===== src/rtl/sp_pkg.sv =====
package sp_pkg;

   localparam logic [7:0] REGION_BRIDGE = 8'h80; // 32-to-8 byte bridge.
   localparam logic [7:0] REGION_MMIO   = 8'hff; // register block.

   // region view: top byte selects the slave.
   typedef struct packed {
      logic [7:0]  region;
      logic [23:0] offset;
   } sp_region_t;

   // word view: index into a word array plus byte lane.
   typedef struct packed {
      logic [29:0] index;
      logic [1:0]  lane;
   } sp_word_t;

   typedef union packed {
      sp_region_t rgn;
      sp_word_t   word;
   } sp_addr_u;

   // master request, byte select 0 is the most significant byte.
   typedef struct packed {
      sp_addr_u    adr;
      logic [31:0] dat;
      logic [0:3]  sel;
      logic        we;
   } sp_req_t;

   typedef struct packed {
      logic [31:0] dat;
      logic        ack;
   } sp_rsp_t;

   // one byte cycle on the narrow bus.
   typedef struct packed {
      logic [23:0] adr;
      logic [7:0]  dat;
      logic        we;
      logic        sel;
   } nb_req_t;

endpackage


===== src/rtl/sp_byte_bridge.sv =====
`timescale 1ns/1ns

module sp_byte_bridge import sp_pkg::*; (
   input  logic       clk,
   input  logic       reset_i,
   input  logic       cyc_i,
   input  logic       stb_i,
   input  sp_req_t    req_i,
   output sp_rsp_t    rsp_o,
   output logic       nb_cyc_o,
   output logic       nb_stb_o,
   output nb_req_t    nb_req_o,
   input  logic       nb_ack_i,
   input  logic [7:0] nb_dat_i
);

   logic [1:0]       sub_q;
   logic [31:0]      shift_q;
   logic             done_q;
   logic [3:0][7:0]  wr_bytes;

   assign wr_bytes = req_i.dat; // element 3 holds byte lane 0.

   assign nb_cyc_o = cyc_i;
   assign nb_stb_o = stb_i && !done_q; // drops with the master ack.

   always_comb begin
      nb_req_o.adr = {req_i.adr.word.index[21:0], sub_q};
      nb_req_o.dat = wr_bytes[~sub_q];
      nb_req_o.we  = req_i.we;
      nb_req_o.sel = req_i.sel[sub_q];
   end

   always_ff @(posedge clk) begin
      if (reset_i || done_q || !cyc_i || !stb_i) begin
         done_q <= 1'b0;
         sub_q  <= 2'd0;
      end else if (nb_ack_i) begin
         if (sub_q == 2'd3) begin
            done_q <= 1'b1; // last byte seen.
         end
         sub_q <= sub_q + 2'd1;
      end
   end

   // first byte read ends up in the top lane.
   always_ff @(posedge clk) begin
      if (nb_stb_o && nb_ack_i) begin
         shift_q <= {shift_q[23:0], nb_dat_i};
      end
   end

   assign rsp_o = '{dat: shift_q, ack: done_q};

   nb_req_stable: assert property (@(posedge clk) disable iff (reset_i)
      (nb_stb_o && !nb_ack_i) |=> $stable(nb_req_o))
      else $error("narrow request changed while waiting for ack");

endmodule


===== config.mk =====
export PLATFORM = sky130hd
export DESIGN_NAME = sp_byte_bridge
export DESIGN_NICKNAME = d
export VERILOG_FILES = /design/src/rtl/sp_pkg.sv /design/src/rtl/sp_byte_bridge.sv
export SDC_FILE = /design/constraint.sdc
export NUM_CORES = 1
export LEC_CHECK = 0
export ABC_AREA = 1
export BUFFER_PORTS_ARGS = -buffer_cell sky130_fd_sc_hd__buf_2
export CAP_MARGIN = 20
export CELL_PAD_IN_SITES_DETAIL_PLACEMENT = 1
export CELL_PAD_IN_SITES_GLOBAL_PLACEMENT = 1
export CORE_MARGIN = 2
export CORE_UTILIZATION = 27
export CTS_CLUSTER_SIZE = 8
export DETAILED_ROUTE_END_ITERATION = 8
export GPL_TIMING_DRIVEN = 0
export PLACE_DENSITY = 0.93
export SLEW_MARGIN = 5
export SYNTH_ARGS = -nofsm -noshare
export SYNTH_HDL_FRONTEND = slang
export SYNTH_SLANG_ARGS = --single-unit

===== constraint.sdc =====
create_clock -name clk -period 11.8 [get_ports clk]
set_input_delay 3.54 -clock clk [delete_from_list [all_inputs] [get_ports clk]]
set_output_delay 3.54 -clock clk [all_outputs]
set_load 0.01 [all_outputs]

* After elaboration in Yosys (flattened, before gate mapping)
Cells that the tools add are included.
** Storage, ports and cells
- Bits in registers :: 35
- Logic and storage cells :: 23
- Output and inout port bits :: 69
** Cells by class
- Add/sub/neg operators :: 1
- Bitwise gates (word level) :: 2
- $lt $le $gt $ge :: 2
- Mux-type cells :: 5
- Reduce and logical (&&, ||, !) cells :: 9
- Equal/unequal tests :: 1
** Operator list (number)
- binary-select mux 8 bit (select 2 bit) :: 1
- 2-to-1 mux 8 bit :: 1
- greater-or-equal comparator 3 bit (second input constant) :: 1
- logical NOT 1 bit :: 3
- logical OR 1 bit :: 3
- < comparator 2 x 3 -> 1 bit (second input constant) :: 1
- NOT 2 -> 3 bit :: 1
- adder 2 x 1 -> 2 bit (second input constant) :: 1
- binary-select mux 1 bit (select 2 bit) :: 1
- == test 2 bit (second input constant) :: 1
- logical AND 1 bit :: 2
- 2-to-1 mux 1 bit :: 2
- NOT 2 bit :: 1
- AND reduction 2 bit :: 1

* Logic depth before layout (Yosys ltp)
- Word-level depth :: 4
- Mapped depth :: 5
- Mapped depth without buffers :: 5

* Worst setup path before layout
OpenSTA, ideal clock, no wires.
- Kind :: input -> output
- From :: input port req_i[1] (netlist bit)
- To :: output port nb_req_o[0] (netlist bit)
- Data arrival time :: 3.766 ns
- Path slack :: 4.494 ns
- Data required time :: 8.260 ns
- Stages :: 4
- Buffers on the path :: 0
- Cell sequence :: inv_1 nand2_1 nand3_1 nand2_1
** RTL lines
- start: declaration :: RTL line sp_byte_bridge.sv:8 : input sp_req_t req_i,
- end: declaration :: RTL line sp_byte_bridge.sv:12 : output nb_req_t nb_req_o,

==> summary.txt <==
Max Clk Rate = 132.4 MHz
WL met2 = 2660 microns
Vias = 1635
Top Layer Used = met4
Leakage = 1.410 nW
Vias in the first global route = 1648
Final setup viols = 0
Final hold viol count = 0
TritonCTS Buffers = 5
Crit-path cells = buf_2, inv_1, nand2_1, nand3_1, nand2_1, buf_2
Die Span Y = 84.14 microns
Port bufs = 117
RSZ-0062 raised after global routing = false
Total grt overflow = 0
Critical path's largest stage delay = 140 ps
Initial Utilization = 27.63%
Die area = 7080 sq um
VDD IR max = 0.04626 mV
Commonest non-fill, non-tap cell in the layout = buf_2
Status = finished, final reports clean
Worst Setup End Kind = primary output
M1 WL = 1690 microns
Routed wl met3 = 380 microns
Actual slew at the worst max-slew pin = 914.7 ps
N_diodes = 0
Detailed-route DRC error count = 0
Distinct cell type count after synthesis = 12
Mapped Area = 1734 sq um
CP Data Required Time = 8260 ps
Clock sink count = 35
Final net count = 392
Min cycle time layout = 7555 ps
DP Wirelength = 4087 microns
Fin cells = 387
Multi-input logic area = 331.6 sq um
Drt first pass iters = 4
Row cnt = 29
Antenna-violating nets left = 0
Gate Count Post-Synth = 183
Max cap viols = 0
H-tree Lvls = 2
Top-level I/O count = 151
Clk buf depth = 2
Most frequent cells in the layout = buf_2, nand2_1, inv_1
GR Util All Layers = 13.78%
Pwr/cell area = 121.1 nW/um^2
CP Max Fanout = 1
Root Buffer = clkbuf_8
Worst path slowest cell = buf_2
Area occupied by registers = 1021 sq um
Avg Cell Area, Syn = 9.476 sq um
Cell area after layout = 2576 sq um
Startpoint class of the critical path = primary input
Kind of critical path = primary input to primary output
Detailed-route wire length = 4892 microns
HP Class = flip-flop to flip-flop
Clock transition at path regs = 70 ps
Clock Skew = 6.098 ps
Ratio of final minimum period to clock period = 64.02%
Crit path DAT = 4010 ps
Initial antenna violation count = 0
Synth warn = 0
Synth Net Count = 266
Initial DRC Count = 39
Vias per inst = 4.225
Fillers = 773
WL per Instance = 12.64 microns
Share of cells above drive strength 1 = 50.97%
Dpl cell area = 2444 sq um
Core ar. = 6277 sq um
Buf/Inv on CP = 3
Postcts setup bufs = 0
First-pass GRT wire length = 7728 microns
Synth Register Bits = 35
GPL Wtd Cong = 0.7254
Cts hold-fix bufs = 0
Setup total negative slack = 0 ps
Max Slew Vio Count = 0
Sequential fraction of the synthesis area = 58.87%
Area Growth Syn to Fin = 48.56%
Worst-Skew Late Latency = 280 ps
Post-CTS resize count = 0
Chip width = 84.14 microns
CTS tree = built
Largest net degree at the start of global routing = 13
Slew margin rel. = 38.69%
CP top delay family = buffers and inverters
Inst Count DP = 379
kinds of logic (layout without fill, tap and decap cells):
group,Yosys count,after routing,synth area share [%]
adder cells (fa/ha/maj),1,1,0.7214
buffers and inverters,70,197,22.29
flip-flops,35,35,58.87
AND/OR/NAND/NOR,77,77,18.11
final timing paths:
| check | start | to | slack, ps | cells past startpoint |
|---|---|---|---|---|
| setup reg to reg | done_q | shift_q[18] | 9970 | 3 |
| hold / removal | shift_q[4] | shift_q[12] | 450 | 0 |
| hold reg to reg | shift_q[4] | shift_q[12] | 450 | 0 |
| setup / recovery | req_i[15] | nb_req_o[4] | 4250 | 6 |
layer usage:
| layer | track usage, % | vias to the layer above |
|---|---|---|
| met1 | 13.95 | 751 |
| met4 | 6.012 | 0 |
| met3 | 4.621 | 16 |
| met2 | 25.54 | 83 |
| met5 | 0 | - |
| li1 | - | 785 |
area by class of cell:
| type | instances | area share (%) |
|---|---|---|
| plain buffers | 29 | 9.034 |
| clock buffers | 6 | 2.817 |
| clock inverters | 2 | 2.331 |
| inverters | 41 | 5.974 |
| multi-input cells | 78 | 12.87 |
| flip-flops and latches | 35 | 39.63 |
| well taps | 77 | 3.740 |
| repair buffers | 119 | 23.60 |
synth_stat cells (all sizes together):
library cell,count,share of area (%)
nor2,7,1.5
dfxtp,3,3.5
nor3,1,0.29
inv,41,8.9
nand3,19,5.5
nand2,50,11
buf,29,13
edfxtp,32,55
ha,1,0.72
per-stage QoR:
step | utilization (%) | hold WS (ps) | setup slack [ps] | power, mW
2_1_floorplan | - | 499.0 | 4494 | 0.1673
3_3_place_gp | 38.49 | 427.2 | 4270 | 0.1871
3_5_place_dp | 38.93 | 433.5 | 4245 | 0.1899
4_1_cts | 41.04 | 450.6 | 4243 | 0.3166
5_1_grt | 41.04 | 465.9 | 4191 | 0.3259
6_report | 41.04 | 449.4 | 4245 | 0.3120
flip-flops by register name (all words and copies together), names as in the netlist:
register and count:
shift_q 32, done_q 1, sub_q 2
power breakdown:
group	total (mW)	switching (mW)	internal, mW	leakage (nW)
logic	0.0440	0.0217	0.0223	1.02
clock network	0.126	0.0411	0.0844	0.0654
registers	0.142	0.00200	0.140	0.325
worst register-to-register path: cells and delay by family (launching register included):
| kind | cells | cell delay (ps) |
|---|---|---|
| flops | 1 | 340 |
| simple gates | 1 | 760 |
| buf+inv | 2 | 440 |
Note: power is estimated with default switching activity, not from simulation.
