## src/rtl/sp_pkg.sv

```systemverilog
package sp_pkg;

   localparam logic [7:0] REGION_BRIDGE = 8'h80; // 32-to-8 byte bridge.
   localparam logic [7:0] REGION_MMIO   = 8'hff; // register block.

   // region view: top byte selects the slave.
   typedef struct packed {
      logic [7:0]  region;
      logic [23:0] offset;
   } sp_region_t;

   // word view: index into a word array plus byte lane.
   typedef struct packed {
      logic [29:0] index;
      logic [1:0]  lane;
   } sp_word_t;

   typedef union packed {
      sp_region_t rgn;
      sp_word_t   word;
   } sp_addr_u;

   // master request, byte select 0 is the most significant byte.
   typedef struct packed {
      sp_addr_u    adr;
      logic [31:0] dat;
      logic [0:3]  sel;
      logic        we;
   } sp_req_t;

   typedef struct packed {
      logic [31:0] dat;
      logic        ack;
   } sp_rsp_t;

   // one byte cycle on the narrow bus.
   typedef struct packed {
      logic [23:0] adr;
      logic [7:0]  dat;
      logic        we;
      logic        sel;
   } nb_req_t;

endpackage

```

## src/rtl/sp_mmio.sv

```systemverilog
`timescale 1ns/1ns

module sp_mmio import sp_pkg::*; (
   input  logic       clk,
   input  logic       reset_i,
   input  logic       stb_i,
   input  sp_req_t    req_i,
   output sp_rsp_t    rsp_o,
   output logic [1:0] led_o,
   output logic [4:0] sw_reset_o,
   input  logic       keypress_i,
   input  logic [6:0] keycode_i
);

   logic [21:0] word;
   logic        accept;
   logic        wr;
   logic        key_rd;
   logic        ack_q;
   logic [31:0] rd_q;
   logic [31:0] rd_word;
   logic [1:0]  led_q;
   logic [4:0]  sw_reset_q;
   logic        key_valid_q;
   logic [6:0]  key_code_q;
   logic [31:0] scratch_q;

   assign word   = req_i.adr.rgn.offset[23:2];
   assign accept = stb_i && !ack_q;
   assign wr     = accept && req_i.we;
   assign key_rd = accept && !req_i.we && (word == 22'd2);

   always_ff @(posedge clk) begin
      if (reset_i || ack_q) begin
         ack_q <= 1'b0;
      end else begin
         ack_q <= stb_i;
      end
   end

   always_ff @(posedge clk) begin
      if (reset_i) begin
         led_q       <= 2'b00;
         sw_reset_q  <= 5'd0;
         key_valid_q <= 1'b0;
      end else begin
         if (wr && word == 22'd0 && req_i.sel[0]) begin
            led_q <= req_i.dat[31:30];
         end
         // pulse lands in the cycle after the ack.
         sw_reset_q <= (ack_q && stb_i && req_i.we && word == 22'd1) ? req_i.dat[4:0] : 5'd0;
         if (keypress_i) begin
            key_valid_q <= 1'b1; // new key beats the read clear.
         end else if (key_rd) begin
            key_valid_q <= 1'b0;
         end
      end
   end

   always_ff @(posedge clk) begin
      if (keypress_i) begin
         key_code_q <= keycode_i;
      end
      if (wr && word == 22'd3) begin
         for (int k = 0; k < 4; k++) begin
            if (req_i.sel[k]) begin
               scratch_q[31-8*k -: 8] <= req_i.dat[31-8*k -: 8];
            end
         end
      end
      if (accept) begin
         rd_q <= rd_word;
      end
   end

   always_comb begin
      case (word)
         22'd0:   rd_word = {led_q, 30'd0};
         22'd2:   rd_word = key_valid_q ? {1'b1, 24'd0, key_code_q} : 32'd0;
         22'd3:   rd_word = scratch_q;
         default: rd_word = 32'd0; // reset word and unused space.
      endcase
   end

   assign rsp_o      = '{dat: rd_q, ack: ack_q};
   assign led_o      = led_q; // green on bit 1, red on bit 0.
   assign sw_reset_o = sw_reset_q;

   sw_reset_pulse: assert property (@(posedge clk) disable iff (reset_i)
      (sw_reset_o != 5'd0) |=> (sw_reset_o == 5'd0))
      else $error("software reset longer than one cycle");

endmodule

```

## config.mk

```make
export PLATFORM = sky130hd
export DESIGN_NAME = sp_mmio
export DESIGN_NICKNAME = d
export VERILOG_FILES = /design/src/rtl/sp_pkg.sv /design/src/rtl/sp_mmio.sv
export SDC_FILE = /design/constraint.sdc
export NUM_CORES = 1
export LEC_CHECK = 0
export BUFFER_PORTS_ARGS = -buffer_cell sky130_fd_sc_hd__buf_2
export CAP_MARGIN = 20
export CORE_UTILIZATION = 30
export CTS_BUF_LIST = sky130_fd_sc_hd__clkbuf_16
export DETAILED_ROUTE_END_ITERATION = 7
export PLACE_DENSITY_LB_ADDON = 0.08
export SYNTH_ARGS = -nofsm -noshare
export SYNTH_HDL_FRONTEND = slang
export SYNTH_SLANG_ARGS = --single-unit
```

## constraint.sdc

```tcl
create_clock -name clk -period 6.5 [get_ports clk]
set_input_delay 0.325 -clock clk [delete_from_list [all_inputs] [get_ports clk]]
set_output_delay 0.325 -clock clk [all_outputs]
set_load 0.02 [all_outputs]
```

After elaboration in Yosys (flattened, before gate mapping) --
Cells that the tools add are included. W data, S select, Z words.
Operators by class: equal/unequal tests 3, reduce and logical (&&, ||, !) cells 20, multiplexer cells 4, bitwise logic cells 1
Operators by type and width (number):
- $pmux W32 S3 | 1
- $eq A22 B2 Y1 const B | 2
- $mux W32 | 1
- $eq A22 B1 Y1 const B | 1
- $logic_not A22 Y1 | 1
- $logic_and A1 B1 Y1 | 10
- $reduce_and A2 Y1 | 4
- $logic_not A1 Y1 | 2
- $mux W1 | 2
- $reduce_bool A2 Y1 | 1
- $reduce_or A2 Y1 | 1
- $logic_or A1 B1 Y1 | 1
- $not A1 Y1 | 1
Word-level totals: output and inout port bits 40, word-level logic and storage cells 38, flip-flop bits (word level) 80, input bits 80

Longest topological paths before layout --
Gate-level depths: netlist of the first run.
depth after elaboration 6, depth in mapped cells 5

Worst setup path before layout of the first run --
Ideal clock, no wire load.
path type input to register, start in stb_i, end reg scratch_q[0] (enable), stages 3, path slack 4.206 ns, arrival time 1.962 ns, buffers on the path 1, cells stage by stage nor2b_1 clkbuf_1 and4_1
Between the ends: longest elaborated chain between the ends 4
RTL lines:
- from (decl) | line sp_mmio.sv:6 | input logic stb_i,
- $logic_and A1 B1 Y1 | line sp_mmio.sv:29 | assign accept = stb_i && !ack_q;
- via accept | line sp_mmio.sv:16 | logic accept;
- $logic_and A1 B1 Y1 | line sp_mmio.sv:30 | assign wr = accept && req_i.we;
- $logic_and A1 B1 Y1 | line sp_mmio.sv:64 | if (wr && word == 22'd3) begin
- $reduce_and A2 Y1 (no line)
- to (signal, indexed assignment) | line sp_mmio.sv:67 | scratch_q[31-8*k -: 8] <= req_i.dat[31-8*k -: 8];
- to (decl) | line sp_mmio.sv:26 | logic [31:0] scratch_q;
The timed path passes the listed nets, and every way through them passes these cells. A chain may end at the register's enable or synchronous reset.

Worst setup path after layout of the first run --
start in req_i[54] (netlist bit), end reg scratch_q[5] (enable)
Between the ends: longest elaborated chain between the ends 3
RTL lines:
- from (decl) | line sp_mmio.sv:7 | input sp_req_t req_i,
- $eq A22 B2 Y1 | line sp_mmio.sv:64
- $logic_and A1 B1 Y1 | line sp_mmio.sv:64
- $reduce_and A2 Y1 (no line)
Every way passes these cells.

==> results of run 1 <==
[synth_stat cells]
| cell | instances | share of area (%) |
|---|---|---|
| nor2b_1 | 3 | 0.64 |
| nand4b_1 | 1 | 0.30 |
| nor4_2 | 4 | 1.7 |
| nor3_4 | 1 | 0.56 |
| nor2_1 | 14 | 1.8 |
| buf_4 | 1 | 0.26 |
| nand3_1 | 2 | 0.34 |
| nor3_1 | 1 | 0.17 |
| o31ai_1 | 2 | 0.51 |
| mux2i_1 | 1 | 0.34 |
| nand2_1 | 5 | 0.64 |
| nand4_1 | 3 | 0.64 |
| buf_6 | 2 | 0.77 |
| nand4_2 | 1 | 0.43 |
| a22oi_1 | 7 | 1.8 |
| nand2b_1 | 1 | 0.21 |
| a21oi_1 | 3 | 0.51 |
| clkbuf_1 | 3 | 0.39 |
| edfxtp_1 | 71 | 73 |
| nor4_1 | 1 | 0.21 |
| dfxtp_1 | 9 | 6.2 |
| and2_1 | 29 | 6.2 |
| a31oi_1 | 1 | 0.21 |
| o21a_1 | 1 | 0.26 |
| and4_1 | 6 | 1.8 |
[registers in the layout, indices dropped and copies added (netlist names)]
name         count
ack_q            1
key_code_q       7
key_valid_q      1
led_o            2
rd_q            32
scratch_q       32
sw_reset_o       5
[final timing paths]
path	from	to	depth (start not counted)
max	req_i[54]	scratch_q[5]	5
min	req_i[25]	scratch_q[20]	1
max reg2reg	ack_q	scratch_q[5]	3
min reg2reg	led_o[1]	led_o[1]	2
[layer usage]
metal | part of all wire (%) | up-vias
li1 | - | 888
met1 | 45 | 840
met2 | 46 | 78
met3 | 7.7 | 6
met4 | 1.0 | 0
met5 | 0 | -
[where the power goes]
group	total [mW]	switching [mW]	internal, mW
Clock	0.538	0.202	0.336
Sequential	0.575	0.00349	0.572
Combinational	0.0604	0.0355	0.0249
Total	1.17	0.241	0.933
[cell families after synthesis]
group | Yosys count | share of synthesized area [%]
buf+inv | 6 | 1.42
flops | 80 | 79.2
simple gates | 72 | 15.7
compound gates | 14 | 3.30
mux | 1 | 0.343
[metrics by stage]
stage	util (%)	instances	setup slack (ps)	total power [mW]	cell area, sq um
2_1_floorplan	-	173	4210	0.611	2920
3_3_place_gp	38.6	406	3690	0.648	3600
3_5_place_dp	38.6	406	3700	0.648	3600
4_1_cts	42.0	422	4050	1.19	3920
5_1_grt	42.0	422	3890	1.22	3920
6_report	42.0	422	4180	1.17	3920
[area by class of cell]
| cell class | instances | area [sq um] | area share (%) |
|---|---|---|---|
| tap | 129 | 161 | 4.12 |
| clock buffer | 9 | 225 | 5.75 |
| multi-input combinational | 87 | 572 | 14.6 |
| sequential | 80 | 2310 | 59.0 |
| timing repair buffer | 110 | 553 | 14.1 |
| clock inverter | 7 | 96.3 | 2.46 |
==> results.toml, run 1 <==
[timing]
finalCriticalPeriod_ps = 2320
hold-worst-slack_ps = 168
finClkSkew_ps = 6.50
fmax_ghz = 0.430
timing_worst_slew_pin_value_ps = 803
fin_tns_setup_ps = 0
drv_slew = 0
hold_violations = 0
max_slew_margin_pct = 46.3
rsz0062_at_grt = "false"
setup_violations = 0
period_share_pct = 35.7

[global_routing]
grt_overflow = 0
grtUsageMet3_pct = 4.99
grt_max_degree = 41
antenna_found_initial = 0
grt_util_met1_pct = 15.3
grt_use_met2_pct = 20.1
top_usage_layer = "met2"
grt_usage_pct = 12.7
grt_first_pass_wirelength_microns = 9250
grt_pass1_vias = 1844

[cts]
cts_root_buf = "clkbuf_16"
clockBufferDepth = 2
clkTransAtPathRegs_ps = 60
holdBufCountCts = 0
postCtsSetupRepairBufs = 0
cts_tree = "yes"
cts_resized = 0
clock_latency_ps = 330
htreeDepth = 3
numCtsBuffers = 9
cts_sinks = 80

[pwr]
p_leak_nw = 1.57
p_per_area_nw_per_um2 = 299
max-vdd-ir-drop_mv = 0.106

[drt]
post_drt_wl_per_cell_microns = 14.2
wl_microns = 6000
via_count = 1812
drcViolationCount = 0
vias_per_cell = 4.29
drt_iter0_drc = 52
dr.pass1.iters = 4
ant_nets = 0

[layout]
final_cell_mix = "buf_2 (109), edfxtp_1 (71), and2_1 (29), nor2_1 (14)"
layout-drive-gt1-share_pct = 45.1
n_antenna_cell = 0
area_delta_synth_final_pct = 34.3
nets = 368
fillers = 916
final_common_cell = "buf_2"

[die]
boundaryPins = 120
dieArea_sq_um = 10100
dieHeight_microns = 101
die_w_microns = 101
initial_core_util_pct = 31.3
num_rows = 35
core_area_sq_um = 9330

[synthesis]
ys_seq_area_share_pct = 79.2
syn_nets = 253
yosys_warnings = 0
synth_seq_cells = 80
syn_area_sq_um = 2920
ys_types = 25
syn-instance-count = 173
postSynthAreaPerCell_sq_um = 16.9

[setup_path]
endpoint_kind = "flop"
cp.required_ps = 6480
crit_fanout = 27
critPathKind = "in2reg"
crit_chain = "buf_2 > nor4_2 > nand4_2 > nor3_4 > and4_1"
crit_family = "simple AND/OR/NAND/NOR gates"
critPathSlowestCell = "nor3_4"
timing.critical_path.buf_inv = 1
worstPathArrival_ps = 2300
critPathLaunchType = "input pin"
rrSetupSlack_ps = 4730
cpPeakStageDelay_ps = 710

[job]
maxCapViolCount = 0

[placed_design]
port_buffers = 109
dp_hpwl_microns = 4240
gp_congestion = 0.698

[min_path]
hold_path_class = "in2reg"

[status]
status = "completed"
Note: power is estimated with default switching activity, not from simulation.
==> run 2, diff against run 1 <==
==> constraint.sdc (replaced) <==
create_clock -name clk -period 2.39 [get_ports clk]
set_input_delay 0.1195 -clock clk [delete_from_list [all_inputs] [get_ports clk]]
set_output_delay 0.1195 -clock clk [all_outputs]
set_load 0.02 [all_outputs]
==> run 2 against run 1 <==
Combinational power increased to 3.6 times the previous value; die area unchanged; sequential share of layout area decreased by 5.0 points; flip-flop and latch count unchanged; global-route usage increased by 0.54 points; power increased to 2.6 times the previous value; final area increased by 9.3%; setup slack got worse by 3600 ps; critical path depth unchanged; highest routed layer unchanged.
==> results.toml, run 2 (synthesis gave the netlist of run 1 again) <==
[pwr]
p_sw_share_pct = 21.6
p_leak_nw = 1.73
max-vdd-ir-drop_mv = 0.396
sequentialPowerShare_pct = 51.8
total_power_mw = 3.02
p_per_area_nw_per_um2 = 706
switchingPower_mw = 0.654
power_frac_comb_pct = 7.2
internal_power_mw = 2.37
pwr-share-clk_pct = 41.0

[drt]
dr.pass1.iters = 4
vias_per_cell = 4.21
drcViolationCount = 0
drt_iter0_drc = 50
wl_microns = 6370
ant_nets = 0
via_count = 1953
post_drt_wl_per_cell_microns = 13.7

[timing]
period_share_pct = 77.1
rsz0062_at_grt = "false"
finClkSkew_ps = 5.30
finalCriticalPeriod_ps = 1840
layout_setup_ws_ps = 547
timing_worst_slew_pin_value_ps = 472
setup_violations = 0
max_slew_margin_pct = 68.4
drv_slew = 0
fmax_ghz = 0.543
hold_violations = 0
fin_tns_setup_ps = 0

[cts]
cts_resized = 0
clock_latency_ps = 330
numCtsBuffers = 9
htreeDepth = 3
postCtsSetupRepairBufs = 0
clockBufferDepth = 2
cts_root_buf = "clkbuf_16"
cts_sinks = 80
cts_tree = "yes"
clkTransAtPathRegs_ps = 60
holdBufCountCts = 39

[min_path]
holdPathStages = 2
holdCritStartpoint = "reset_i"
hold_path_class = "in2reg"
whs_endpoint = "led_o[1]"

[setup_path]
crit_chain = "buf_2 > nor4_2 > nand4_2 > nor3_4 > and4_1"
critPathLaunchType = "input pin"
cp.required_ps = 2370
cpPeakStageDelay_ps = 540
r2r-start = "ack_q"
worstPathArrival_ps = 1820
r2r_cells = 2
crit_fanout = 13
endpoint_kind = "flop"
critPathKind = "in2reg"
crit_family = "simple AND/OR/NAND/NOR gates"
r2r-end = "scratch_q[4]"
critPathSlowestCell = "and4_1"
rrSetupSlack_ps = 890
timing.critical_path.buf_inv = 1

[layout]
area_delta_synth_final_pct = 46.8
top_regs = "rd_q: 32 flops, scratch_q: 32 flops, key_code_q: 7 flops"
n_antenna_cell = 0
final_cell_mix = "buf_2 (109), edfxtp_1 (71), dlygate4sd3_1 (39), and2_1 (29), nor2_1 (14)"
final_cell_count_no_fill = 464
layout-drive-gt1-share_pct = 40.3
nets = 410
postLayoutCellArea_sq_um = 4280
final_common_cell = "buf_2"

[die]
dieHeight_microns = 101
die_w_microns = 101
dieArea_sq_um = 10100
boundaryPins = 120
initial_core_util_pct = 31.3
core_area_sq_um = 9330
num_rows = 35

[placed_design]
pre_cts_slack_ps = 156
port_buffers = 109
dp_cells = 409
dp_hpwl_microns = 4410
place_area_sq_um = 3620
gp_congestion = 0.706

[global_routing]
grt_max_degree = 19
grt_pass1_vias = 1982
grt_overflow = 0
grt_usage_pct = 13.3
grt_first_pass_wirelength_microns = 9910
antenna_found_initial = 0

[job]
maxCapViolCount = 0

[status]
status = "completed"
## run 2: changes by cell type in the layout (fill, tap and decap cells not counted)
cell	change
clkinv_4	-2
inv_6	+2
dlygate4sd3_1	+39
clkinv_2	+2
bufinv_16	-2
buf_4	+3
## run 2: layout make-up
| type | instances | area, sq um |
|---|---|---|
| Fill cell | 868 | 5040 |
| Multi-Input combinational cell | 87 | 572 |
| Tap cell | 129 | 161 |
| Clock inverter | 7 | 46.3 |
| Clock buffer | 9 | 225 |
| Timing Repair Buffer | 152 | 966 |
| Sequential cell | 80 | 2310 |
## run 2: per-stage QoR
step / utilization (%) / hold slack, ps
CTS: 45.9 / 16.3
finish: 45.9 / 36.5
floorplan: - / 189
global route: 45.9 / 42.0
global placement: 38.8 / 297
detailed placement: 38.8 / 298
## run 2: power groups by stage
stage	clock [mW]	combinational (mW)	sequential [mW]
2_1_floorplan	0	0.0363	1.63
3_3_place_gp	0	0.169	1.59
3_5_place_dp	0	0.170	1.59
4_1_cts	1.28	0.221	1.57
5_1_grt	1.34	0.238	1.57
6_report	1.24	0.219	1.56
## run 2: how the worst max path moves through the flow
stage | from | to | slack [ps] | cells past startpoint
2_1_floorplan | ack_q | scratch_q[0] | 130 | 3
3_3_place_gp | req_i[54] | scratch_q[25] | 220 | 5
3_5_place_dp | req_i[54] | scratch_q[0] | 160 | 5
4_1_cts | req_i[54] | scratch_q[3] | 510 | 5
5_1_grt | req_i[44] | scratch_q[4] | 390 | 5
6_report | req_i[54] | scratch_q[4] | 550 | 5
## run 2: metal layers
layer	up-vias	wire (microns)	global-route usage (%)
li1	970	-	-
met1	899	2870	16.4
met2	76	3020	21.7
met3	8	397	4.79
met4	0	74	4.35
met5	-	0	0
