## src/rtl/sp_pkg.sv

```systemverilog
package sp_pkg;

   localparam logic [7:0] REGION_BRIDGE = 8'h80; // 32-to-8 byte bridge.
   localparam logic [7:0] REGION_MMIO   = 8'hff; // register block.

   // region view: top byte selects the slave.
   typedef struct packed {
      logic [7:0]  region;
      logic [23:0] offset;
   } sp_region_t;

   // word view: index into a word array plus byte lane.
   typedef struct packed {
      logic [29:0] index;
      logic [1:0]  lane;
   } sp_word_t;

   typedef union packed {
      sp_region_t rgn;
      sp_word_t   word;
   } sp_addr_u;

   // master request, byte select 0 is the most significant byte.
   typedef struct packed {
      sp_addr_u    adr;
      logic [31:0] dat;
      logic [0:3]  sel;
      logic        we;
   } sp_req_t;

   typedef struct packed {
      logic [31:0] dat;
      logic        ack;
   } sp_rsp_t;

   // one byte cycle on the narrow bus.
   typedef struct packed {
      logic [23:0] adr;
      logic [7:0]  dat;
      logic        we;
      logic        sel;
   } nb_req_t;

endpackage

```

## src/rtl/sp_bus_ctrl.sv

```systemverilog
`timescale 1ns/1ns

module sp_bus_ctrl import sp_pkg::*; (
   input  logic    clk,
   input  logic    reset_i,
   input  logic    m_cyc_i,
   input  logic    m_stb_i,
   input  sp_req_t m_req_i,
   output sp_rsp_t m_rsp_o,
   input  sp_rsp_t mem_rsp_i,
   input  sp_rsp_t mmio_rsp_i,
   input  sp_rsp_t br_rsp_i,
   output logic    mem_stb_o,
   output logic    mmio_stb_o,
   output logic    br_stb_o,
   output logic    br_cyc_o
);

   logic       access;
   logic       is_mem;
   logic       is_mmio;
   logic       is_br;
   logic       is_none;
   logic [7:0] region;
   logic       none_ack_q;

   assign access = m_cyc_i && m_stb_i;
   assign region = m_req_i.adr.rgn.region;

   assign is_mem  = !region[7]; // top bit clear.
   assign is_br   = (region == REGION_BRIDGE);
   assign is_mmio = (region == REGION_MMIO);
   assign is_none = !is_mem && !is_br && !is_mmio;

   assign mem_stb_o  = access && is_mem;
   assign mmio_stb_o = access && is_mmio;
   assign br_stb_o   = access && is_br;
   assign br_cyc_o   = m_cyc_i && is_br;

   // unmapped accesses complete here so the master never hangs.
   always_ff @(posedge clk) begin
      if (reset_i || none_ack_q) begin
         none_ack_q <= 1'b0; // one ack per access.
      end else if (access && is_none) begin
         none_ack_q <= 1'b1;
      end
   end

   always_comb begin
      m_rsp_o.ack = mem_rsp_i.ack | mmio_rsp_i.ack | br_rsp_i.ack | none_ack_q;
      if (is_mmio) begin
         m_rsp_o.dat = mmio_rsp_i.dat;
      end else if (is_br) begin
         m_rsp_o.dat = br_rsp_i.dat;
      end else if (is_mem) begin
         m_rsp_o.dat = mem_rsp_i.dat;
      end else begin
         m_rsp_o.dat = 32'd0; // unmapped reads as zero.
      end
   end

   // a slave must not answer a master that is not asking.
   ack_needs_stb: assert property (@(posedge clk) disable iff (reset_i)
      m_rsp_o.ack |-> (m_cyc_i && m_stb_i))
      else $error("master ack without strobe");

endmodule

```

## config.mk

```make
export PLATFORM = sky130hd
export DESIGN_NAME = sp_bus_ctrl
export DESIGN_NICKNAME = d
export VERILOG_FILES = /design/src/rtl/sp_pkg.sv /design/src/rtl/sp_bus_ctrl.sv
export SDC_FILE = /design/constraint.sdc
export NUM_CORES = 1
export LEC_CHECK = 0
export BUFFER_PORTS_ARGS = -buffer_cell sky130_fd_sc_hd__buf_4
export CORE_AREA = 2 2 82 84
export DETAILED_ROUTE_END_ITERATION = 8
export DIE_AREA = 0 0 84 86
export GPL_ROUTABILITY_DRIVEN = 0
export HOLD_SLACK_MARGIN = 0.1
export PLACE_DENSITY = 0.65
export SLEW_MARGIN = 15
export SYNTH_ARGS = -nofsm -noshare
export SYNTH_HDL_FRONTEND = slang
export SYNTH_SLANG_ARGS = --single-unit
export TNS_END_PERCENT = 30
```

## constraint.sdc

```tcl
create_clock -name clk -period 4.2 [get_ports clk]
set_input_delay 0.84 -clock clk [delete_from_list [all_inputs] [get_ports clk]]
set_output_delay 0.84 -clock clk [all_outputs]
set_load 0.005 [all_outputs]
```

Yosys cells after proc, flatten, opt, wreduce, memory -nomap -nowiden

Cells that the tools add are included.

Register bits: 1
Logic and storage cells: 21
Output and inout port bits: 37
Bits of input ports: 172

Equality and inequality tests: 2
Reduce and logical (&&, ||, !) cells: 12
Muxes and demuxes: 3
Bitwise gates (word level): 3

Operator list:

| operator             | number |
|---|---|
| $mux W32             | 3 |
| $eq A8 B8 Y1 const B | 2 |
| $logic_and A1 B1 Y1  | 8 |
| $logic_not A1 Y1     | 3 |
| $or A1 B1 Y1         | 3 |
| $logic_or A1 B1 Y1   | 1 |

Logic depth before layout (Yosys ltp)

Gate-level depths: netlist of the first run.

Depth after elaboration: 5
Gate-level depth with buffers: 5
Gate-level depth less buffers: 3

Worst setup path before layout of the first run

Ideal clock, no wire load.

Path type: input to output
From: input m_req_i[61] in the netlist's numbering
To: output m_rsp_o[12] in the netlist's numbering
Data required time: 3.360 ns
Slack: 1.611 ns
Buffers on the path: 1
Stages on the path: 4
Arrival: 1.749 ns
Cells stage by stage: nor4_4 > buf_6 > a32o_1 > mux2_4

RTL lines:

| what               | RTL line         | RTL |
|---|---|---|
| start: declaration | sp_bus_ctrl.sv:8 | `input sp_req_t m_req_i,` |
| end: declaration   | sp_bus_ctrl.sv:9 | `output sp_rsp_t m_rsp_o,` |

==> metrics, run 1 <==
post-detailed-route count of antenna-violating nets 0; Post-Syn Area 1070 um2; combinational group share of total power 94.3%; cts hold-fix bufs 0; category of the most critical setup path in2out; number of violations of the max-capacitance limit 0; Buf+Inv Stages, Crit Path 3; largest net degree at the start of global routing 35; sequential fraction of the synthesis area 1.87%; post-CTS repair timing setup buffer count 0; flip-flop count of the largest register, all copies and words added 1; headroom to the max-slew limit 29.3%; register area 20.0 um2; Final #Nets 405; library cells used by synthesis 17; Hold Path Class reg2reg; clock insertion delay at the later pin of the skew report 0 ns; part of the cycle the worst path needs 77.8%; category of the worst setup path capture point output port; floorplan core area 6280 um2; number of antenna violations at the first check in global routing 0; number of synthesized register bits 1; total of cells resized after clock tree synthesis 0; area of combinational cells with multiple inputs 895 um2; die span in x 84 um; ant diodes 0; clock transition at the registers of the reported paths 0 ns; commonest non-fill, non-tap cell in the layout sky130_fd_sc_hd__buf_4; Top Ports 209; yosys synthesis warning count 0; RSZ-0062 raised after global routing no; Final Hold Vio Count 0; fraction of final layout cells sized beyond drive strength 1 80.5%; hold slack 0.582 ns; cell total after placement 308; vias per inst 4.74; register containing the most flip-flops in the final layout none_ack_q; CP Data Required Time 3.36 ns; switching power summed over all nets 0.0000485 W; maximum VDD drop 0.0375 mV; cell class contributing the biggest share of worst-path delay buffers and inverters; internal power summed over all cells 0.000129 W; Crit path largest cell delay 0.49 ns; DRC violations left 0; floorplan die height 86 um; CP Launch Type primary input; layout-stage area growth over the synthesis result 101%; Final Setup Violations 0; number of input and output port buffers inserted 147; FILL cells 669; clock skew after layout 0 ns; CP most frequent cell sky130_fd_sc_hd__buf_4; overflow left after global routing 0; Critical-path top delay cell sky130_fd_sc_hd__or2_2; CP Max Fanout 18; Post-DP HPWL 3770 um; achievable frequency 306 MHz; via count of the first global-routing pass 1498; Mapped Cells 93; global-route usage over all layers 11.3%; die area 7220 um2; count of pins over their slew limit 0; Cell Count, Final, Fillers Out 308; most frequent cells in the layout sky130_fd_sc_hd__buf_4, sky130_fd_sc_hd__a32o_1, sky130_fd_sc_hd__mux2_4, sky130_fd_sc_hd__mux2_2, sky130_fd_sc_hd__nor2_1; number of standard-cell rows in the floorplan 29; registers with the most flip-flops none_ack_q (1); status complete, no violations; Clk network pwr share 0%; Sw Ratio 27.3%; initial cell density of the core 17.0%; vias 1459; drt wl/cell 14.7 um; measured slew at the worst slew-check pin 1.06 ns; global-route wire length before repair 6980 um; Leakage Power 1.15 nW; syn_area_per_cell 11.5 um2; Post-Synthesis Net Count 265; wire length reported by the detailed router 4540 um; power per unit of standard cell area 82.6 nW/um2; cells along the critical path buf_4 -> nand4_1 -> or2_2 -> buf_4 -> mux2_4 -> buf_4; Min Clock Period, post-route 3.27 ns; arrival time reported for the critical path endpoint 2.43 ns; DRC violation total after the first TritonRoute iteration 46; share of power burned in registers 5.7%; number of optimization iterations in the first detailed-route pass 4; Post-Route Setup TNS 0 ns
-- path summary, 6_finish.rpt --
path | from | to | slack [ns] | depth (start not counted)
hold reg to reg | none_ack_q$_SDFFE_PP0P_ | none_ack_q$_SDFFE_PP0P_ | 0.58 | 2
setup reg to reg | none_ack_q$_SDFFE_PP0P_ | none_ack_q$_SDFFE_PP0P_ | 3.42 | 2
setup / recovery | m_req_i[63] | m_rsp_o[15] | 0.93 | 6
hold / removal | none_ack_q$_SDFFE_PP0P_ | none_ack_q$_SDFFE_PP0P_ | 0.58 | 2
-- logic make-up (layout without fill, tap and decap cells) --
family,count (synthesis),after routing,synth area share [%]
flip-flops,1,1,1.87
AO/OA/AOI/OAI,32,32,30.0
buffers and inverters,14,152,14.4
AND/OR/NAND/NOR,14,14,10.2
multiplexers,32,32,43.6
-- metal layers --
layer  GRT usage, %  up-vias  wire length, um
met3           2.31        0              534
met4              0        0                0
met5              0        -                0
met1           14.4      667             1850
li1               -      687                -
met2           20.9      105             2160
-- worst reg2reg max path, delay by kind of cell, from the launching register on --
family / cells / cell delay (ns)
flip-flops: 1 / 0.29
AND/OR/NAND/NOR: 2 / 0.42
-- Yosys cell counts --
cell                       number  share of area [%]
sky130_fd_sc_hd__nor4b_4        1                2.2
sky130_fd_sc_hd__mux2_2         4                4.2
sky130_fd_sc_hd__and3_1         2                1.2
sky130_fd_sc_hd__or2_1          1               0.59
sky130_fd_sc_hd__buf_6          7                7.4
sky130_fd_sc_hd__nand4_1        2                1.2
sky130_fd_sc_hd__nor4_4         1                2.0
sky130_fd_sc_hd__nor2_1         3                1.1
sky130_fd_sc_hd__dfxtp_1        1                1.9
sky130_fd_sc_hd__or4_1          1               0.70
sky130_fd_sc_hd__nand2_1        2               0.70
sky130_fd_sc_hd__mux2_4        28                 39
sky130_fd_sc_hd__inv_1          1               0.35
sky130_fd_sc_hd__buf_12         3                5.6
sky130_fd_sc_hd__clkbuf_1       3                1.1
sky130_fd_sc_hd__nor4_1         1               0.59
sky130_fd_sc_hd__a32o_1        32                 30
-- stage by stage --
stage               area [um2]  util, %   power, W  worst slack (ns)
finish                    2150     34.2   0.000178             0.932
global route              2150     34.2   0.000190             0.830
CTS                       2150     34.2   0.000179             0.912
detailed placement        2150     34.2   0.000179             0.911
global placement          2150     34.2   0.000175             0.936
floorplan                 1070        -  0.0000660              1.61
-- cell type report --
type | instances | share of cell area, %
inverters | 1 | 0.175
flip-flops and latches | 1 | 0.932
multi-input cells | 78 | 41.6
well taps | 77 | 4.48
repair buffers | 151 | 52.8
-- power by group through the flow --
stage                     Sequential, W  Combinational (W)  Clock [W]
after floorplan               0.0000100          0.0000560          0
after global placement        0.0000101           0.000165          0
after detailed placement      0.0000101           0.000168          0
after CTS                     0.0000101           0.000169          0
after global routing          0.0000101           0.000180          0
final                         0.0000101           0.000167          0
No activity file was read; power rests on OpenSTA's default activity.
==> inputs of run 2 (changes only) <==
- ABC_AREA: not set -> 1
- clock period: 4.2 -> 2.8 ns (I/O delays scaled with it)
==> metrics, run 2 <==
origin of the critical flop-to-flop path none_ack_q$_SDFFE_PP0P_; Critical-path top delay cell sky130_fd_sc_hd__nor2_4; post-detailed-route count of antenna-violating nets 0 (unchanged); floorplan die height 86 um (unchanged); critical path depth in cells 7 (+1); count of flip-flops with a built-in enable after synthesis 0 (unchanged); die area 7220 um2 (unchanged); FILL cells 708 (+5.8%); fraction of final layout cells sized beyond drive strength 1 51.4% (-29 points); asr flop ratio synth 0% (unchanged); hold slack 0.524 ns (-0.0578 ns); total of cells resized after clock tree synthesis 0 (unchanged); count of pins over their slew limit 0 (unchanged); vias 1769 (+21%); initial cell density of the core 15.2% (-1.9 points); flip-flop count of the largest register, all copies and words added 1 (unchanged); ant diodes 0 (unchanged); Post-DP HPWL 4110 um (+9.0%); clock skew after layout 0 ns (unchanged); achievable frequency 454 MHz; DRC violations left 0 (unchanged); floorplan core area 6280 um2 (unchanged); post-CTS repair timing setup buffer count 0 (unchanged); largest net degree at the start of global routing 25 (-29%); RSZ-0062 raised after global routing no; Sw Ratio 33.7% (+6.4 points); cells on worst reg2reg path 3 (+1); cell area after layout 2100 um2 (-2.4%); cell class contributing the biggest share of worst-path delay simple AND/OR/NAND/NOR gates; die span in x 84 um (unchanged); CP Launch Type primary input; yosys synthesis warning count 0 (unchanged); library cells used by synthesis 15 (-2); Cell Count, Final, Fillers Out 398 (+29%); Post-Synthesis Net Count 353 (+33%); layout-stage area growth over the synthesis result 120%; via count of the first global-routing pass 1776 (+19%); Final Setup Violations 0 (unchanged); internal power summed over all cells 0.000165 W (+28%); Post-Route Setup TNS 0 ns (unchanged); Min Clock Period, post-route 2.20 ns; register-to-register setup slack 2.08 ns (-1.34 ns); cell total after placement 398 (+29%); category of the worst setup path capture point output port; Post-Syn Area 952 um2 (-11%); top cell type's share of synthesized area 48.4% (+9.0 points); Hold Path Class reg2reg; DRC violation total after the first TritonRoute iteration 53 (+15%); syn_area_per_cell 5.26 um2 (-54%); Leakage Power 1.14 nW (-0.82%); destination of the worst register-to-register timing path none_ack_q$_SDFFE_PP0P_; arrival time reported for the critical path endpoint 1.64 ns (-0.79 ns); headroom to the max-slew limit 70.0% (+41 points); Crit path largest cell delay 0.37 ns (-0.12 ns); clock insertion delay at the later pin of the skew report 0 ns (unchanged); commonest non-fill, non-tap cell in the layout sky130_fd_sc_hd__buf_4; Clk network pwr share 0% (unchanged); drt wl/cell 12.3 um (-17%); dominant register cell in the synthesized netlist sky130_fd_sc_hd__dfxtp_1; number of input and output port buffers inserted 147 (unchanged); Top Ports 209 (unchanged); biggest area contributors in the synthesized netlist sky130_fd_sc_hd__nand3_1, sky130_fd_sc_hd__nand2_1, sky130_fd_sc_hd__buf_6, sky130_fd_sc_hd__nand3_2, sky130_fd_sc_hd__inv_1; clock transition at the registers of the reported paths 0 ns (unchanged); overflow left after global routing 0 (unchanged); sequential fraction of the synthesis area 2.10% (+0.23 points); power per unit of standard cell area 119 nW/um2 (+44%); CP Max Fanout 17 (-1); category of the most critical setup path in2out; registers with the most flip-flops none_ack_q (1); number of synthesized register bits 1 (unchanged); cells along the critical path buf_4 -> nand2_1 -> nor2_4 -> buf_12 -> nand3_1 -> nand3_1 -> buf_4; number of optimization iterations in the first detailed-route pass 4 (unchanged); Final #Nets 495 (+22%); register containing the most flip-flops in the final layout none_ack_q; Buf+Inv Stages, Crit Path 3 (unchanged); top cell types by occurrence after synthesis sky130_fd_sc_hd__nand3_1, sky130_fd_sc_hd__nand2_1, sky130_fd_sc_hd__inv_1, sky130_fd_sc_hd__buf_6, sky130_fd_sc_hd__nor2_1; post-detailed-placement cell area 2100 um2 (-2.4%); vias per inst 4.44 (-6.2%); number of violations of the max-capacitance limit 0 (unchanged); wire length reported by the detailed router 4900 um (+7.8%); measured slew at the worst slew-check pin 0.450 ns (-0.610 ns); most common cell in the synthesized netlist sky130_fd_sc_hd__nand3_1; share of power burned in registers 6.1% (+0.4 points); Mapped Cells 181 (+95%); switching power summed over all nets 0.0000841 W (+73%); part of the cycle the worst path needs 78.7%; final core area utilization 33.4% (-0.84 points); most frequent cells in the layout sky130_fd_sc_hd__buf_4, sky130_fd_sc_hd__nand3_1, sky130_fd_sc_hd__nand2_1, sky130_fd_sc_hd__inv_1, sky130_fd_sc_hd__nor2_1; global-route wire length before repair 7950 um (+14%); CP Data Required Time 2.24 ns (-1.12 ns); cts hold-fix bufs 0 (unchanged); number of standard-cell rows in the floorplan 29 (unchanged); launch point of the critical path m_req_i[68]; Final Hold Vio Count 0 (unchanged); global-route usage over all layers 12.8% (+1.5 points); Setup crit end m_rsp_o[32]; maximum VDD drop 0.0620 mV (+65%); status complete, no violations; combinational group share of total power 93.9% (-0.4 points); number of antenna violations at the first check in global routing 0 (unchanged); library cell occupying the most area in the post-synthesis netlist sky130_fd_sc_hd__nand3_1
-- run 2: cell count changes after synthesis, moves of 3 or more --
cell,delta
sky130_fd_sc_hd__buf_12,-3
sky130_fd_sc_hd__mux2_2,-4
sky130_fd_sc_hd__mux2_4,-28
sky130_fd_sc_hd__nor2_1,+3
sky130_fd_sc_hd__nand3_1,+92
sky130_fd_sc_hd__buf_4,+5
sky130_fd_sc_hd__nand2_1,+41
sky130_fd_sc_hd__inv_1,+11
sky130_fd_sc_hd__a32o_1,-32
sky130_fd_sc_hd__nand3_2,+5
-- run 2: metrics by stage --
step           power [W]  setup WS [ns]
3_3_place_gp    0.000249          0.593
5_1_grt         0.000272          0.515
6_report        0.000249          0.595
3_5_place_dp    0.000251          0.588
2_1_floorplan  0.0000806           1.07
4_1_cts         0.000252          0.586
-- run 2: power groups by stage --
stage / registers [W] / logic, W / clock network (W)
final: 0.0000151 / 0.000234 / 0
after global routing: 0.0000152 / 0.000257 / 0
after CTS: 0.0000151 / 0.000237 / 0
after detailed placement: 0.0000151 / 0.000236 / 0
after global placement: 0.0000151 / 0.000233 / 0
after floorplan: 0.0000151 / 0.0000655 / 0
-- run 2: worst min path at each step --
stage                       startpoint                       to  slack (ns)  depth (start not counted)
6_report       none_ack_q$_SDFFE_PP0P_  none_ack_q$_SDFFE_PP0P_        0.52                          3
5_1_grt        none_ack_q$_SDFFE_PP0P_  none_ack_q$_SDFFE_PP0P_        0.55                          3
4_1_cts        none_ack_q$_SDFFE_PP0P_  none_ack_q$_SDFFE_PP0P_        0.53                          3
3_5_place_dp   none_ack_q$_SDFFE_PP0P_  none_ack_q$_SDFFE_PP0P_        0.53                          3
3_3_place_gp   none_ack_q$_SDFFE_PP0P_  none_ack_q$_SDFFE_PP0P_        0.52                          3
2_1_floorplan  none_ack_q$_SDFFE_PP0P_  none_ack_q$_SDFFE_PP0P_        0.50                          3
-- run 2: final cells by class --
cell class / count / area [um2] / share of cell area, %
Timing Repair Buffer: 155 / 1190 / 56.7
Multi-Input combinational cell: 153 / 746 / 35.6
Tap cell: 77 / 96.3 / 4.60
Inverter: 12 / 45.0 / 2.15
Sequential cell: 1 / 20.0 / 0.955
-- run 2: metal layers --
layer / GRT usage (%) / wire length [um]
met3: 3.08 / 567
met1: 16.8 / 2060
met5: 0 / 0
met2: 22.8 / 2260
met4: 0.293 / 0
-- run 2: cells by family after synthesis --
logic type             Yosys count  synth area share [%]
buffers and inverters           27                  19.6
and+or+nand+nor                153                  78.3
DFF                              1                  2.10
-- run 2: tightest hold or removal path: stages, from the launching register on --
cell	delay [ns]
sky130_fd_sc_hd__dfxtp_1	0.31
sky130_fd_sc_hd__nor3_1	0.06
sky130_fd_sc_hd__nand3_1	0.07
sky130_fd_sc_hd__nor2_1	0.04
